### config.mk
export PLATFORM = sky130hd
export DESIGN_NAME = synth_core_top
export DESIGN_NICKNAME = d
export VERILOG_FILES = /design/src/hw/synth_pkg.sv /design/src/hw/synth_core_top.sv /design/src/hw/frame_mixer.sv /design/src/hw/wave_env_stage.sv /design/src/hw/osc_phase_stage.sv /design/src/hw/synth_clk_gen.sv /design/src/hw/timing_gen.sv
export SDC_FILE = /design/constraint.sdc
export NUM_CORES = 1
export LEC_CHECK = 0
export BUFFER_PORTS_ARGS = -buffer_cell sky130_fd_sc_hd__buf_4
export CAP_MARGIN = 5
export CORE_AREA = 2 2 202 204
export CTS_BUF_LIST = sky130_fd_sc_hd__clkbuf_4 sky130_fd_sc_hd__clkbuf_8 sky130_fd_sc_hd__clkbuf_16
export CTS_CLUSTER_SIZE = 28
export DETAILED_ROUTE_END_ITERATION = 7
export DIE_AREA = 0 0 204 206
export GPL_TIMING_DRIVEN = 1
export PLACE_DENSITY = 0.87
export SYNTH_ARGS = -nofsm -noshare
export SYNTH_HDL_FRONTEND = slang
export SYNTH_SLANG_ARGS = --single-unit
### constraint.sdc
create_clock -name AUDIO_CLK -period 6.1 [get_ports AUDIO_CLK]
set_input_delay 1.22 -clock AUDIO_CLK [delete_from_list [all_inputs] [get_ports AUDIO_CLK]]
set_output_delay 1.22 -clock AUDIO_CLK [all_outputs]
set_load 0.01 [all_outputs]
### src/hw/synth_pkg.sv
package synth_pkg;

    localparam int SLOTS    = 8;                     // oscillator slots per frame
    localparam int SLOT_W   = 3;                     // slot index bits
    localparam int SLOT_DIV = 2;                     // clocks per slot strobe
    localparam int DIV_W    = $clog2(SLOT_DIV + 1);  // divider counter bits

    localparam int PHASE_W  = 16;                    // phase acc and increment
    localparam int LEVEL_W  = 8;                     // unsigned slot level
    localparam int SAMPLE_W = 16;                    // signed audio word
    localparam int MIX_W    = SAMPLE_W + SLOT_W;     // headroom for SLOTS adds
    localparam int PROD_W   = SAMPLE_W + LEVEL_W + 1;  // saw x signed-extended level

    typedef logic [SLOT_W-1:0]          slot_idx_t;
    typedef logic [DIV_W-1:0]           div_cnt_t;
    typedef logic [PHASE_W-1:0]         phase_t;
    typedef logic [LEVEL_W-1:0]         level_t;
    typedef logic signed [SAMPLE_W-1:0] sample_t;
    typedef logic signed [MIX_W-1:0]    mix_t;
    typedef logic signed [PROD_W-1:0]   prod_t;

    // config target select, one bit on the port
    typedef enum logic
    {
        CFG_INC   = 1'b0,   // phase increment
        CFG_LEVEL = 1'b1    // output level, low byte of cfg_data
    } cfg_sel_e;

    // frame state in synth_clk_gen
    typedef enum logic [1:0]
    {
        IDLE  = 2'd0,       // waiting for trig, config open
        RUN   = 2'd1,       // strobing slots
        DRAIN = 2'd2        // pipeline flush and sample handshake
    } run_state_e;

endpackage
### src/hw/synth_core_top.sv
module synth_core_top (
    input  logic                 AUDIO_CLK,
    input  logic                 reset_reg_N,
    input  logic                 trig,
    input  logic                 cfg_valid,
    input  synth_pkg::cfg_sel_e  cfg_sel,
    input  synth_pkg::slot_idx_t cfg_slot,
    input  synth_pkg::phase_t    cfg_data,
    input  logic                 sample_ready,
    output logic                 cfg_ready,
    output logic                 sample_valid,
    output synth_pkg::sample_t   sample
);
    import synth_pkg::*;

    logic      slot_stb;
    slot_idx_t slot_idx;
    logic      osc_valid;
    slot_idx_t osc_slot;
    phase_t    osc_phase;
    logic      wave_valid;
    slot_idx_t wave_slot;
    sample_t   wave_val;
    logic      frame_done;

    synth_clk_gen synth_clk_gen_inst (
        .AUDIO_CLK   (AUDIO_CLK),
        .reset_reg_N (reset_reg_N),
        .trig        (trig),
        .frame_done  (frame_done),
        .slot_stb    (slot_stb),
        .slot_idx    (slot_idx),
        .cfg_ready   (cfg_ready)
    );

    osc_phase_stage osc_phase_stage_inst (
        .AUDIO_CLK   (AUDIO_CLK),
        .reset_reg_N (reset_reg_N),
        .slot_stb    (slot_stb),
        .slot_idx    (slot_idx),
        .cfg_valid   (cfg_valid),
        .cfg_ready   (cfg_ready),
        .cfg_sel     (cfg_sel),
        .cfg_slot    (cfg_slot),
        .cfg_data    (cfg_data),
        .osc_valid   (osc_valid),
        .osc_slot    (osc_slot),
        .osc_phase   (osc_phase)
    );

    wave_env_stage wave_env_stage_inst (
        .AUDIO_CLK   (AUDIO_CLK),
        .reset_reg_N (reset_reg_N),
        .osc_valid   (osc_valid),
        .osc_slot    (osc_slot),
        .osc_phase   (osc_phase),
        .cfg_valid   (cfg_valid),
        .cfg_ready   (cfg_ready),
        .cfg_sel     (cfg_sel),
        .cfg_slot    (cfg_slot),
        .cfg_data    (cfg_data),
        .wave_valid  (wave_valid),
        .wave_slot   (wave_slot),
        .wave_val    (wave_val)
    );

    frame_mixer frame_mixer_inst (
        .AUDIO_CLK    (AUDIO_CLK),
        .reset_reg_N  (reset_reg_N),
        .wave_valid   (wave_valid),
        .wave_slot    (wave_slot),
        .wave_val     (wave_val),
        .sample_ready (sample_ready),
        .sample_valid (sample_valid),
        .sample       (sample),
        .frame_done   (frame_done)
    );

endmodule

### src/hw/frame_mixer.sv
module frame_mixer (
    input  logic                 AUDIO_CLK,
    input  logic                 reset_reg_N,
    input  logic                 wave_valid,
    input  synth_pkg::slot_idx_t wave_slot,
    input  synth_pkg::sample_t   wave_val,
    input  logic                 sample_ready,
    output logic                 sample_valid,
    output synth_pkg::sample_t   sample,
    output logic                 frame_done
);
    import synth_pkg::*;

    mix_t mix_acc;     // running frame sum
    mix_t mix_sum;
    mix_t wave_ext;
    logic last_slot;

    assign wave_ext   = {{SLOT_W{wave_val[SAMPLE_W-1]}}, wave_val};   // sign extend
    assign mix_sum    = ((wave_slot == '0) ? mix_t'(0) : mix_acc) + wave_ext;  // slot 0 restarts
    assign last_slot  = wave_valid && (wave_slot == slot_idx_t'(SLOTS - 1));
    assign frame_done = sample_valid && sample_ready;   // handshake cycle

    always_ff @(posedge AUDIO_CLK)
    begin
        if (wave_valid)
        begin
            mix_acc <= mix_sum;
        end
        if (last_slot)
        begin
            sample <= mix_sum[MIX_W-1:SLOT_W];   // average over SLOTS
        end
    end

    always_ff @(posedge AUDIO_CLK)
    begin
        if (!reset_reg_N)
        begin
            sample_valid <= 1'b0;
        end
        else if (last_slot)
        begin
            sample_valid <= 1'b1;                // next frame waits for handshake
        end
        else if (frame_done)
        begin
            sample_valid <= 1'b0;
        end
    end

    // held sample must not move under back-pressure
    a_sample_hold: assert property (
        @(posedge AUDIO_CLK) disable iff (!reset_reg_N)
        sample_valid && !sample_ready |=> sample_valid && $stable(sample)
    );

endmodule

### src/hw/wave_env_stage.sv
module wave_env_stage (
    input  logic                 AUDIO_CLK,
    input  logic                 reset_reg_N,
    input  logic                 osc_valid,
    input  synth_pkg::slot_idx_t osc_slot,
    input  synth_pkg::phase_t    osc_phase,
    input  logic                 cfg_valid,
    input  logic                 cfg_ready,
    input  synth_pkg::cfg_sel_e  cfg_sel,
    input  synth_pkg::slot_idx_t cfg_slot,
    input  synth_pkg::phase_t    cfg_data,
    output logic                 wave_valid,
    output synth_pkg::slot_idx_t wave_slot,
    output synth_pkg::sample_t   wave_val
);
    import synth_pkg::*;

    level_t                  level_mem [SLOTS];   // per-slot gain
    logic                    level_wr;
    sample_t                 saw;
    logic signed [LEVEL_W:0] level_s;             // zero-extended, signed
    prod_t                   prod;

    assign level_wr = cfg_valid && cfg_ready && (cfg_sel == CFG_LEVEL);
    assign saw      = osc_phase;                  // phase bits read as signed saw
    assign level_s  = {1'b0, level_mem[osc_slot]};
    assign prod     = saw * level_s;              // signed x unsigned level

    always_ff @(posedge AUDIO_CLK)
    begin
        if (!reset_reg_N)
        begin
            for (int i = 0; i < SLOTS; i++)
            begin
                level_mem[i] <= '0;
            end
        end
        else if (level_wr)
        begin
            level_mem[cfg_slot] <= cfg_data[LEVEL_W-1:0];   // low byte only
        end
    end

    always_ff @(posedge AUDIO_CLK)
    begin
        if (!reset_reg_N)
        begin
            wave_valid <= 1'b0;
        end
        else
        begin
            wave_valid <= osc_valid;
        end
    end

    always_ff @(posedge AUDIO_CLK)
    begin
        if (osc_valid)
        begin
            wave_slot <= osc_slot;
            wave_val  <= prod[LEVEL_W +: SAMPLE_W];   // >>> 8, always fits 16 bits
        end
    end

endmodule

### src/hw/osc_phase_stage.sv
module osc_phase_stage (
    input  logic                 AUDIO_CLK,
    input  logic                 reset_reg_N,
    input  logic                 slot_stb,
    input  synth_pkg::slot_idx_t slot_idx,
    input  logic                 cfg_valid,
    input  logic                 cfg_ready,
    input  synth_pkg::cfg_sel_e  cfg_sel,
    input  synth_pkg::slot_idx_t cfg_slot,
    input  synth_pkg::phase_t    cfg_data,
    output logic                 osc_valid,
    output synth_pkg::slot_idx_t osc_slot,
    output synth_pkg::phase_t    osc_phase
);
    import synth_pkg::*;

    phase_t inc_mem   [SLOTS];   // per-slot increment
    phase_t phase_mem [SLOTS];   // per-slot accumulator
    phase_t phase_sum;
    logic   inc_wr;

    assign inc_wr    = cfg_valid && cfg_ready && (cfg_sel == CFG_INC);
    assign phase_sum = phase_mem[slot_idx] + inc_mem[slot_idx];   // wraps mod 2^16

    // cfg only in IDLE, strobes only in RUN, so no port clash
    always_ff @(posedge AUDIO_CLK)
    begin
        if (!reset_reg_N)
        begin
            for (int i = 0; i < SLOTS; i++)
            begin
                inc_mem[i]   <= '0;
                phase_mem[i] <= '0;
            end
        end
        else
        begin
            if (inc_wr)
            begin
                inc_mem[cfg_slot] <= cfg_data;
            end
            if (slot_stb)
            begin
                phase_mem[slot_idx] <= phase_sum;   // kept across frames
            end
        end
    end

    always_ff @(posedge AUDIO_CLK)
    begin
        if (!reset_reg_N)
        begin
            osc_valid <= 1'b0;
        end
        else
        begin
            osc_valid <= slot_stb;                  // one clock behind strobe
        end
    end

    // payload, only loaded on a strobe
    always_ff @(posedge AUDIO_CLK)
    begin
        if (slot_stb)
        begin
            osc_slot  <= slot_idx;
            osc_phase <= phase_sum;                 // new phase goes downstream
        end
    end

endmodule

### src/hw/synth_clk_gen.sv
module synth_clk_gen (
    input  logic                 AUDIO_CLK,
    input  logic                 reset_reg_N,
    input  logic                 trig,        // level, edge detected here
    input  logic                 frame_done,  // sample taken downstream
    output logic                 slot_stb,
    output synth_pkg::slot_idx_t slot_idx,
    output logic                 cfg_ready
);
    import synth_pkg::*;

    run_state_e state;
    logic       trig_dly;
    logic       trig_rising;
    logic       last_stb;
    div_cnt_t   div_cnt;
    logic       slot_zero;
    logic       slot_top;

    assign trig_rising = trig && !trig_dly;
    assign last_stb    = slot_stb && slot_top;   // strobe of the top slot
    assign cfg_ready   = (state == IDLE);        // config only between frames

    always_ff @(posedge AUDIO_CLK)
    begin
        if (!reset_reg_N)
        begin
            trig_dly <= 1'b0;
        end
        else
        begin
            trig_dly <= trig;
        end
    end

    always_ff @(posedge AUDIO_CLK)
    begin
        if (!reset_reg_N)
        begin
            state <= IDLE;
        end
        else
        begin
            case (state)
                IDLE:    if (trig_rising) state <= RUN;    // edges elsewhere dropped
                RUN:     if (last_stb)    state <= DRAIN;
                DRAIN:   if (frame_done)  state <= IDLE;
                default: state <= IDLE;
            endcase
        end
    end

    // divider, first strobe SLOT_DIV clocks into RUN
    always_ff @(posedge AUDIO_CLK)
    begin
        if (!reset_reg_N)
        begin
            div_cnt  <= '0;
            slot_stb <= 1'b0;
        end
        else if (state == RUN && !last_stb)
        begin
            if (div_cnt == div_cnt_t'(SLOT_DIV - 1))
            begin
                div_cnt  <= '0;
                slot_stb <= 1'b1;
            end
            else
            begin
                div_cnt  <= div_cnt_t'(div_cnt + 1'b1);
                slot_stb <= 1'b0;
            end
        end
        else
        begin
            div_cnt  <= '0;                      // restart phase for next frame
            slot_stb <= 1'b0;
        end
    end

    timing_gen timing_gen_inst (
        .AUDIO_CLK   (AUDIO_CLK),
        .reset_reg_N (reset_reg_N),
        .slot_stb    (slot_stb),
        .slot_idx    (slot_idx),
        .slot_zero   (slot_zero),
        .slot_top    (slot_top)
    );

    a_stb_in_run: assert property (
        @(posedge AUDIO_CLK) disable iff (!reset_reg_N)
        slot_stb |-> state == RUN
    );

    a_done_in_drain: assert property (
        @(posedge AUDIO_CLK) disable iff (!reset_reg_N)
        frame_done |-> state == DRAIN
    );

    // a new frame must start from slot 0
    a_start_at_zero: assert property (
        @(posedge AUDIO_CLK) disable iff (!reset_reg_N)
        state == IDLE && trig_rising |=> slot_zero
    );

endmodule

### src/hw/timing_gen.sv
module timing_gen (
    input  logic                 AUDIO_CLK,
    input  logic                 reset_reg_N,
    input  logic                 slot_stb,     // one-cycle advance
    output synth_pkg::slot_idx_t slot_idx,     // slot carried by current strobe
    output logic                 slot_zero,
    output logic                 slot_top
);
    import synth_pkg::*;

    // flags straight off the count
    assign slot_zero = (slot_idx == '0);
    assign slot_top  = (slot_idx == slot_idx_t'(SLOTS - 1));

    always_ff @(posedge AUDIO_CLK)
    begin
        if (!reset_reg_N)
        begin
            slot_idx <= '0;
        end
        else if (slot_stb)
        begin
            if (slot_top)
            begin
                slot_idx <= '0;                          // wrap for next frame
            end
            else
            begin
                slot_idx <= slot_idx_t'(slot_idx + 1'b1);
            end
        end
    end

    // index must be back at 0 once the top slot has gone out
    a_top_wraps: assert property (
        @(posedge AUDIO_CLK) disable iff (!reset_reg_N)
        slot_stb && slot_top |=> slot_zero
    );

endmodule

==> results of run 1 <==
## where the power goes
part | total [mW] | leakage (nW) | switching (mW) | internal [mW]
Combinational | 1.18 | 5.36 | 0.694 | 0.487
Clock | 2.56 | 0.683 | 1.11 | 1.45
Sequential | 3.25 | 4.10 | 0.0317 | 3.22
## kinds of logic after synthesis
| family | synth area share [%] |
|---|---|
| flops | 53.5 |
| fa+ha+maj | 13.2 |
| mux | 10.0 |
| simple gates | 14.1 |
| compound gates | 3.20 |
| xor+xnor | 1.81 |
| buf+inv | 4.13 |
## worst max-delay path by stage
| stage | end | startpoint | cells past startpoint |
|---|---|---|---|
| after floorplan | wave_env_stage_inst.wave_val[15] | flip-flop | 23 |
| after global placement | wave_env_stage_inst.wave_val[15] | flip-flop | 21 |
| after detailed placement | wave_env_stage_inst.wave_val[15] | flip-flop | 20 |
| after CTS | wave_env_stage_inst.wave_val[15] | flip-flop | 20 |
| after global routing | wave_env_stage_inst.wave_val[13] | flip-flop | 21 |
| final | wave_env_stage_inst.wave_val[13] | flip-flop | 21 |
## per-stage QoR
step	cells	utilization [%]
final	2367	62.7
after global routing	2367	62.7
after CTS	2364	62.5
after detailed placement	2285	59.1
after global placement	2285	59.1
after floorplan	1744	-
## what timing repair did
item	4_1_cts	5_1_grt
setup buffers	0	2
resized for setup	0	5
endpoints found under the setup margin	0	4
## registers in the layout, indices dropped and copies added, names as in the netlist, 2 cells and up, named ones only
name and cells:
wave_env_stage_inst.wave_slot 3, osc_phase_stage_inst.phase_mem 128, osc_phase_stage_inst.osc_slot 3, synth_clk_gen_inst.timing_gen_inst.slot_idx 3, synth_clk_gen_inst.div_cnt 2, wave_env_stage_inst.level_mem 64, frame_mixer_inst.mix_acc 19, synth_clk_gen_inst.state 2
osc_phase_stage_inst.osc_phase 16, osc_phase_stage_inst.inc_mem 128, wave_env_stage_inst.wave_val 16, frame_mixer_inst.sample 16
## Yosys cell counts, types with 5 or more instances
cell,count
or2_2,5
clkbuf_1,60
nor3_1,22
edfxtp_1,393
and2_1,219
a2111oi_0,5
inv_1,179
mux2_2,36
nand2_1,103
xor2_1,18
nand2b_1,17
dfxtp_1,18
mux2i_1,6
a21o_1,14
fa_1,101
ha_1,79
a21oi_1,25
xnor2_1,29
o21ai_0,30
buf_1,8
o21a_1,6
nor2_1,166
nor2b_1,57
nand3_1,16
mux4_2,80
## metal layers
metal	up-vias	share of wire (%)
met5	-	0
met4	0	3.2
met1	6932	37
li1	6139	-
met2	708	51
met3	127	8.2
## area by class of cell
class                           count  area share, %
Clock buffer                       53           4.59
Tap cell                          532           2.64
Clock inverter                     26          0.874
Multi-Input combinational cell   1085           38.4
Inverter                          179           2.67
Timing Repair Buffer               81           2.53
Sequential cell                   411           48.3
==> run summary, run 1 <==
global route overflow - 0
Rows - 74
Slowest cell on crit path - fa_1
core footprint - 40200 um2
Post-synth EDFFs - 393
routability cong. - 0.891
M2 GR Usage - 42.6%
Clk pin slew, worst setup/hold paths - 0.06 ns
Final Max Slew Viols - 0
ys async rst share - 0%
CP max stage delay - 0.51 ns
Post-Route WL - 49200 um
Largest delay share family, worst path - adder cells
Ports - 43
WL/cell - 20.8 um
multi-input logic area - 9670 um2
Final Setup Violations - 0
Placed Area - 23800 um2
detail-routed via count per cell - 5.87
Yosys top cell by area - edfxtp_1
Die H - 206 um
share of cells above drive strength 1 - 15.5%
Routed Antenna Nets - 0
largest net degree at the start of global routing - 43
FMAX - 168 MHz
Tot Pwr - 6.99 mW
register area share after synthesis - 53.5%
initial antenna violation count - 0
via count - 13900
htree depth - 2
setup ws final - 0.150 ns
Mapped Cells - 1744
Worst EP arrival - 6.25 ns
relative slew slack - 14.8%
Hold WS - 0.412 ns
CP Class - reg -> reg
Yosys cell types - 54
synth top area cells - edfxtp_1 (52%), fa_1 (8.9%), mux4_2 (7.9%)
reg2reg end - wave_env_stage_inst.wave_val[13]
dpl ws - 0.0505 ns
CTS buffer count - 43
Mapped Area - 22700 um2
TNS Setup - 0 ns
CTS tree - yes
required time of the critical path - 6.40 ns
met3 Resource Use GR - 4.01%
Die Wd - 204 um
Synth Net Count - 1949
most frequent cells in the layout - edfxtp_1 (393), and2_1 (219), inv_1 (179), nor2_1 (166), nand2_1 (103)
crit path buf inv count - 4
Worst-Margin Slew - 1.27 ns
Worst-Skew Late Latency - 0.58 ns
Sink Count - 411
full die area - 42000 um2
Avg Inst Size Synth - 13.0 um2
max cap viols - 0
Finished Cell Area - 25200 um2
CP dominant cell by count - a21o_1
global-route wire length before repair - 77100 um
starting density of the core - 56.6%
hold path depth - 1
# nets final - 2006
flops & latches, synth - 411
area fraction of the dominant cell type after synthesis - 51.9%
clk buf depth - 3
Root Buffer - clkbuf_16
drt initial violations - 1167
Worst setup EP type - flip-flop
Setup Skew - 0.0323 ns
status - finished, final reports clean
# port buffers - 42
drt first pass iters - 6
GRT Total Usage - 23.9%
Hold Buf Count CTS - 0
Primary FF master, synth - edfxtp_1
Worst setup SP type - flip-flop
Ant. Diodes - 0
Leak Pwr - 10.1 nW
Syn. warnings - 0
Worst Hold End - synth_clk_gen_inst.state[0]
commonest non-fill, non-tap cell in the layout - edfxtp_1
Max rail drop VDD - 0.244 mV
hpwl dp - 32100 um
vias in the first global route - 14700
Area Overhead vs Synth - 10.7%
Reg2Reg Setup Slack - 0.15 ns
Worst Reg2Reg Path Length in Cells - 21
fillers - 2842
critical path cell sequence - buf_12, mux4_2, mux2_2, buf_4, and2_1, fa_1, fa_1, fa_1, inv_1, fa_1, inv_1, ha_1, a21o_1, a21o_1, a21o_1, a21o_1, a21o_1, a41o_1, a21oi_2, nand2b_1, a22oi_1
Hold Fails Final Rpt - 0
min cycle time layout - 5.95 ns
Pwr Density - 277 nW/um2
met1 Usage GRT - 29.5%
critical path peak fanout - 10
hold_sp - synth_clk_gen_inst.trig_dly
area occupied by registers - 12200 um2
drt drc - 0
fin crit share - 97.5%
Most Crowded Layer GR - met2
Hold Crit Class - reg -> reg
Power figures use the tool's default switching activity.
==> run 2: changes to the inputs <==
- BUFFER_PORTS_ARGS: -buffer_cell sky130_fd_sc_hd__buf_4 -> unset
- DONT_BUFFER_PORTS: unset -> 1
==> run summary, run 2 (synthesis gave the netlist of run 1 again) <==
status - finished, final reports clean (unchanged)
TNS Setup - 0 ns (unchanged)
relative slew slack - 18.1% (was 14.8%)
Worst-Skew Late Latency - 0.58 ns (about the same)
dpl ws - 0.0156 ns (was 0.0505 ns)
# port buffers - 0 (was 42)
FMAX - 170 MHz (was 168 MHz)
Ports - 43 (unchanged)
hold path depth - 1 (unchanged)
most frequent cells in the layout - edfxtp_1 (393), and2_1 (219), inv_1 (179), nor2_1 (166), nand2_1 (103) (unchanged)
CTS buffer count - 42 (was 43)
DR top layer - met4 (unchanged)
Tot Pwr - 6.94 mW (was 6.99 mW)
dpl cells - 2235 (was 2285)
hpwl dp - 32300 um (was 32100 um)
length of routed wiring on met1 - 18000 um (was 18300 um)
share of cells above drive strength 1 - 13.6% (was 15.5%)
setup ws final - 0.201 ns (was 0.150 ns)
fillers - 2820 (was 2842)
utilization after layout - 61.9% (was 62.7%)
full die area - 42000 um2 (unchanged)
WL/cell - 21.4 um (was 20.8 um)
critical path peak fanout - 15 (was 10)
Worst EP arrival - 6.32 ns (was 6.25 ns)
area occupied by registers - 12200 um2 (unchanged)
core footprint - 40200 um2 (unchanged)
drt drc - 0 (unchanged)
global route overflow - 0 (unchanged)
GRT Total Usage - 24.4% (was 23.9%)
Leak Pwr - 9.96 nW (was 10.1 nW)
required time of the critical path - 6.52 ns (was 6.40 ns)
routability cong. - 0.873 (was 0.891)
RSZ-0062 raised after global routing - no
Area Overhead vs Synth - 9.39% (was 10.7%)
Slowest cell on crit path - fa_1 (unchanged)
starting density of the core - 56.6% (unchanged)
htree depth - 2 (unchanged)
Largest delay share family, worst path - adder cells (unchanged)
global-route wire length before repair - 78100 um (was 77100 um)
max cap viols - 0 (unchanged)
CP Class - reg -> reg (unchanged)
fin crit share - 96.7% (was 97.5%)
Die H - 206 um (unchanged)
Ant. Diodes - 0 (unchanged)
metal3 WL - 4320 um (was 4050 um)
Worst Reg2Reg Path Length in Cells - 21 (unchanged)
Top Registers - osc_phase_stage_inst.inc_mem x128, osc_phase_stage_inst.phase_mem x128, wave_env_stage_inst.level_mem x64 (unchanged)
CP dominant cell by count - fa_1 (was a21o_1)
crit path buf inv count - 5 (was 4)
Setup Skew - 0.0305 ns (was 0.0323 ns)
Max rail drop VDD - 0.274 mV (was 0.244 mV)
Final Setup Violations - 0 (unchanged)
detail-routed via count per cell - 5.88 (was 5.87)
Root Buffer - clkbuf_16 (unchanged)
commonest non-fill, non-tap cell in the layout - edfxtp_1 (unchanged)
largest net degree at the start of global routing - 37 (was 43)
Worst-Margin Slew - 1.22 ns (was 1.27 ns)
initial antenna violation count - 0 (unchanged)
Die Wd - 204 um (unchanged)
# nets final - 1962 (was 2006)
Sink Count - 411 (unchanged)
drt initial violations - 1221 (was 1167)
clk buf depth - 3 (unchanged)
Worst setup EP type - flip-flop (unchanged)
CP max stage delay - 0.55 ns (was 0.51 ns)
Non-Filler Instances - 2319 (was 2367)
Hold Fails Final Rpt - 0 (unchanged)
min cycle time layout - 5.90 ns (was 5.95 ns)
CTS tree - yes (unchanged)
Hold Buf Count CTS - 0 (unchanged)
Worst setup SP type - flip-flop (unchanged)
Post-Route WL - 49700 um (was 49200 um)
met2 wire length - 25500 um (was 25200 um)
vias in the first global route - 14700 (about the same)
drt first pass iters - 5 (was 6)
critical path depth - 21 (unchanged)
multi-input logic area - 9670 um2 (about the same)
Final Max Slew Viols - 0 (unchanged)
Hold Crit Class - reg -> reg (unchanged)
critical path cell sequence - buf_12, mux4_2, mux2_2, buf_4, nand2_1, fa_1, inv_1, fa_1, fa_1, inv_1, fa_1, inv_1, ha_1, o21a_1, o21ai_1, nand2b_1, a31o_4, a21oi_4, o211ai_2, or4_1, nand3_1 (was buf_12, mux4_2, mux2_2, buf_4, and2_1, fa_1, fa_1, fa_1, inv_1, fa_1, inv_1, ha_1, a21o_1, a21o_1, a21o_1, a21o_1, a21o_1, a41o_1, a21oi_2, nand2b_1, a22oi_1)
Clk pin slew, worst setup/hold paths - 0.06 ns (about the same)
via count - 13600 (was 13900)
Routed Antenna Nets - 0 (unchanged)
Rows - 74 (unchanged)
Pwr Density - 279 nW/um2 (was 277 nW/um2)
run 2: final timing paths:
path	start	to	slack (ns)
setup reg to reg	flip-flop	wave_env_stage_inst.wave_val[15]	0.20
hold reg to reg	synth_clk_gen_inst.trig_dly	synth_clk_gen_inst.state[0]	0.41
setup / recovery	flip-flop	wave_env_stage_inst.wave_val[15]	0.20
hold / removal	synth_clk_gen_inst.trig_dly	synth_clk_gen_inst.state[0]	0.41
run 2: final cells by class:
| type | instances | area share (%) |
|---|---|---|
| clock buffer | 59 | 4.88 |
| inverter | 179 | 2.70 |
| clock inverter | 15 | 0.598 |
| timing repair buffer | 38 | 1.37 |
| multi-input combinational | 1085 | 38.9 |
| sequential | 411 | 48.9 |
| tap | 532 | 2.67 |
run 2: report_power, final:
group | switching (mW) | total [mW] | internal [mW]
sequential | 0.0324 | 3.25 | 3.22
clock | 1.09 | 2.54 | 1.45
combinational | 0.672 | 1.15 | 0.478
total | 1.80 | 6.94 | 5.14
run 2: layer usage:
metal / vias up / track usage, %
li1: 6050 / -
met1: 6767 / 29.1
met2: 683 / 43.1
met3: 128 / 5.09
met4: 0 / 10.6
met5: - / 0
run 2: metrics by stage:
stage	hold slack, ns	instance area [um2]
after floorplan	0.399	22700
after global placement	0.402	23400
after detailed placement	0.406	23400
after CTS	0.414	24700
after global routing	0.452	24900
final	0.413	24900
run 2: repair_timing:
item	4_1_cts	5_1_grt
pin swaps	0	0
buffers inserted	0	7
gates cloned	0	1
endpoints found under the setup margin	1	2
resized for setup	1	7
run 2: worst register-to-register path, cell delays in order (launching register included):
cell and delay, ns:
dfxtp_2 0.37, buf_12 0.15, mux4_2 0.51, mux2_2 0.30, buf_4 0.20, nand2_1 0.10
fa_1 0.43, inv_1 0.09, fa_1 0.45, fa_1 0.55, inv_1 0.05, fa_1 0.47
inv_1 0.04, ha_1 0.31, o21a_1 0.20, o21ai_1 0.16, nand2b_1 0.11, a31o_4 0.29
a21oi_4 0.21, o211ai_2 0.15, or4_1 0.49, nand3_1 0.10
==> run 3: changes to the inputs <==
- RECOVER_POWER: unset -> 50
==> run summary, run 3 (synthesis gave the netlist of run 1 again) <==
min cycle time layout - 5.90 ns (about the same)
drt initial violations - 1257 (was 1221)
Leak Pwr - 9.80 nW (was 9.96 nW)
Post-Route WL - 49600 um (was 49700 um)
Hold Buf Count CTS - 0 (unchanged)
Worst EP arrival - 6.32 ns (about the same)
Hold Crit Class - reg -> reg (unchanged)
hold path depth - 1 (unchanged)
violated checks - capacitance limit, slew limit
Worst setup SP type - flip-flop (unchanged)
FMAX - 169 MHz (was 170 MHz)
fillers - 2829 (was 2820)
TNS Setup - 0 ns (unchanged)
reg2reg end - wave_env_stage_inst.wave_val[15] (unchanged)
critical path peak fanout - 15 (unchanged)
Hold Fails Final Rpt - 0 (unchanged)
M2 GR Usage - 43.1% (unchanged)
Int Power - 5.14 mW (about the same)
Worst Reg2Reg Path Length in Cells - 21 (unchanged)
area occupied by registers - 12200 um2 (unchanged)
drt first pass iters - 5 (unchanged)
largest net degree at the start of global routing - 37 (unchanged)
via count - 13700 (was 13600)
Die H - 206 um (unchanged)
detail-routed via count per cell - 5.93 (was 5.88)
Routed Antenna Nets - 0 (unchanged)
vias in the first global route - 14700 (unchanged)
starting density of the core - 56.6% (unchanged)
CTS tree - yes (unchanged)
commonest non-fill, non-tap cell in the layout - edfxtp_1 (unchanged)
met1 Usage GRT - 29.1% (unchanged)
Max rail drop VDD - 0.275 mV (was 0.274 mV)
part of the power in combinational logic - 16.5% (was 16.6%)
Ant. Diodes - 0 (unchanged)
max cap viols - 1 (was 0)
core footprint - 40200 um2 (unchanged)
Worst setup EP type - flip-flop (unchanged)
Final Max Slew Viols - 31 (was 0)
initial antenna violation count - 0 (unchanged)
GRT Total Usage - 24.4% (unchanged)
met3 Resource Use GR - 5.09% (unchanged)
Worst Hold End - synth_clk_gen_inst.state[0] (unchanged)
Top Registers - osc_phase_stage_inst.inc_mem x128, osc_phase_stage_inst.phase_mem x128, wave_env_stage_inst.level_mem x64 (unchanged)
htree depth - 2 (unchanged)
Sink Count - 411 (unchanged)
# nets final - 1962 (unchanged)
most frequent cells in the layout - edfxtp_1 (393), inv_1 (179), nor2_1 (166), and2_1 (117), nand2_1 (103) (was edfxtp_1 (393), and2_1 (219), inv_1 (179), nor2_1 (166), nand2_1 (103))
routability cong. - 0.873 (unchanged)
Rows - 74 (unchanged)
hold_sp - synth_clk_gen_inst.trig_dly (unchanged)
status - finished, violations left (was finished, final reports clean)
clk buf depth - 3 (unchanged)
Sw Ratio - 25.8% (was 25.9%)
Setup Skew - 0.0323 ns (was 0.0305 ns)
# port buffers - 0 (unchanged)
Die Wd - 204 um (unchanged)
RSZ-0062 raised after global routing - no (unchanged)
drt drc - 0 (unchanged)
CTS buffer count - 42 (unchanged)
fin crit share - 96.7% (about the same)
relative slew slack - -12.5% (was 18.1%)
Clk pin slew, worst setup/hold paths - 0.06 ns (about the same)
Final Setup Violations - 0 (unchanged)
full die area - 42000 um2 (unchanged)
WL/cell - 21.4 um (about the same)
Worst-Skew Late Latency - 0.58 ns (about the same)
sequential share of power - 46.9% (was 46.8%)
global route overflow - 0 (unchanged)
Reg2Reg Setup Slack - 0.20 ns (about the same)
Most Crowded Layer GR - met2 (unchanged)
Ports - 43 (unchanged)
share of cells above drive strength 1 - 12.7% (was 13.6%)
Area Overhead vs Synth - 9.14% (was 9.39%)
Root Buffer - clkbuf_16 (unchanged)
CP Class - reg -> reg (unchanged)
multi-input logic area - 9670 um2 (about the same)
NetSw - 1.79 mW (was 1.80 mW)
Worst-Margin Slew - 1.69 ns (was 1.22 ns)
Pwr Density - 279 nW/um2 (about the same)
required time of the critical path - 6.52 ns (about the same)
hpwl dp - 32300 um (unchanged)
Hold WS - 0.413 ns (about the same)
clock share of power - 36.6% (about the same)
global-route wire length before repair - 78100 um (unchanged)
==> run 3: changes by cell type in the layout (fill, tap and decap cells not counted), moves of 7 or more <==
cell      delta
and2_0     +102
and2_1     -102
buf_4       -12
clkbuf_1    +14
o21ai_0      +7
o21ai_1      -7
==> run 3: timing repair <==
| item | 4_1_cts | 5_1_grt |
|---|---|---|
| gates resized for setup | 1 | 7 |
| cloned | 0 | 1 |
| hold endpoints to repair | 0 | 0 |
| setup endpoints to repair | 1 | 2 |
| pin swaps | 0 | 0 |
| setup buffers | 0 | 7 |
==> run 3: metrics by stage <==
step / cell area [um2] / instances / total power [mW] / setup slack, ns / utilization, %
floorplan: 22700 / 1744 / 4.18 / 0.120 / -
global placement: 23400 / 2235 / 4.36 / 0.180 / 58.2
detailed placement: 23400 / 2235 / 4.43 / 0.0156 / 58.2
CTS: 24700 / 2309 / 6.95 / 0.0418 / 61.6
global route: 24800 / 2319 / 7.22 / 0.0165 / 61.8
finish: 24800 / 2319 / 6.94 / 0.199 / 61.8
==> run 3: area by class of cell <==
cell class,count,share of cell area (%)
Sequential cell,411,49.0
Clock inverter,15,0.600
Tap cell,532,2.68
Multi-Input combinational cell,1085,38.9
Clock buffer,59,4.89
Inverter,179,2.71
Timing Repair Buffer,38,1.16
==> run 3: metal layers <==
layer	routed length (um)	share of wire, %
met3	4710	9.5
met5	0	0
met2	25200	51
met4	2060	4.2
met1	17600	35
==> run 3: worst max path at each step <==
stage                          from                          endpoint  slack, ns  depth (start not counted)
after global routing      flip-flop  wave_env_stage_inst.wave_val[15]       0.02                         22
after global placement    flip-flop  wave_env_stage_inst.wave_val[15]       0.18                         20
final                     flip-flop  wave_env_stage_inst.wave_val[15]       0.20                         21
after floorplan           flip-flop  wave_env_stage_inst.wave_val[15]       0.12                         23
after detailed placement  flip-flop  wave_env_stage_inst.wave_val[15]       0.02                         20
after CTS                 flip-flop  wave_env_stage_inst.wave_val[15]       0.04                         20
==> run 3: power groups by stage <==
stage	sequential, mW	combinational, mW	clock, mW
floorplan	3.29	0.883	0
global placement	3.30	1.06	0
detailed placement	3.31	1.12	0
CTS	3.25	1.14	2.56
global route	3.26	1.30	2.67
finish	3.25	1.15	2.54
==> run 3: critical path, cell delays in order (launching register included) <==
cell,delay [ns]
dfxtp_2,0.37
buf_12,0.15
mux4_2,0.51
mux2_2,0.30
buf_4,0.20
nand2_1,0.10
fa_1,0.43
inv_1,0.09
fa_1,0.45
fa_1,0.55
inv_1,0.05
fa_1,0.47
inv_1,0.04
ha_1,0.31
o21a_1,0.20
o21ai_1,0.16
nand2b_1,0.11
a31o_4,0.29
a21oi_4,0.21
o211ai_2,0.14
or4_1,0.49
nand3_1,0.10
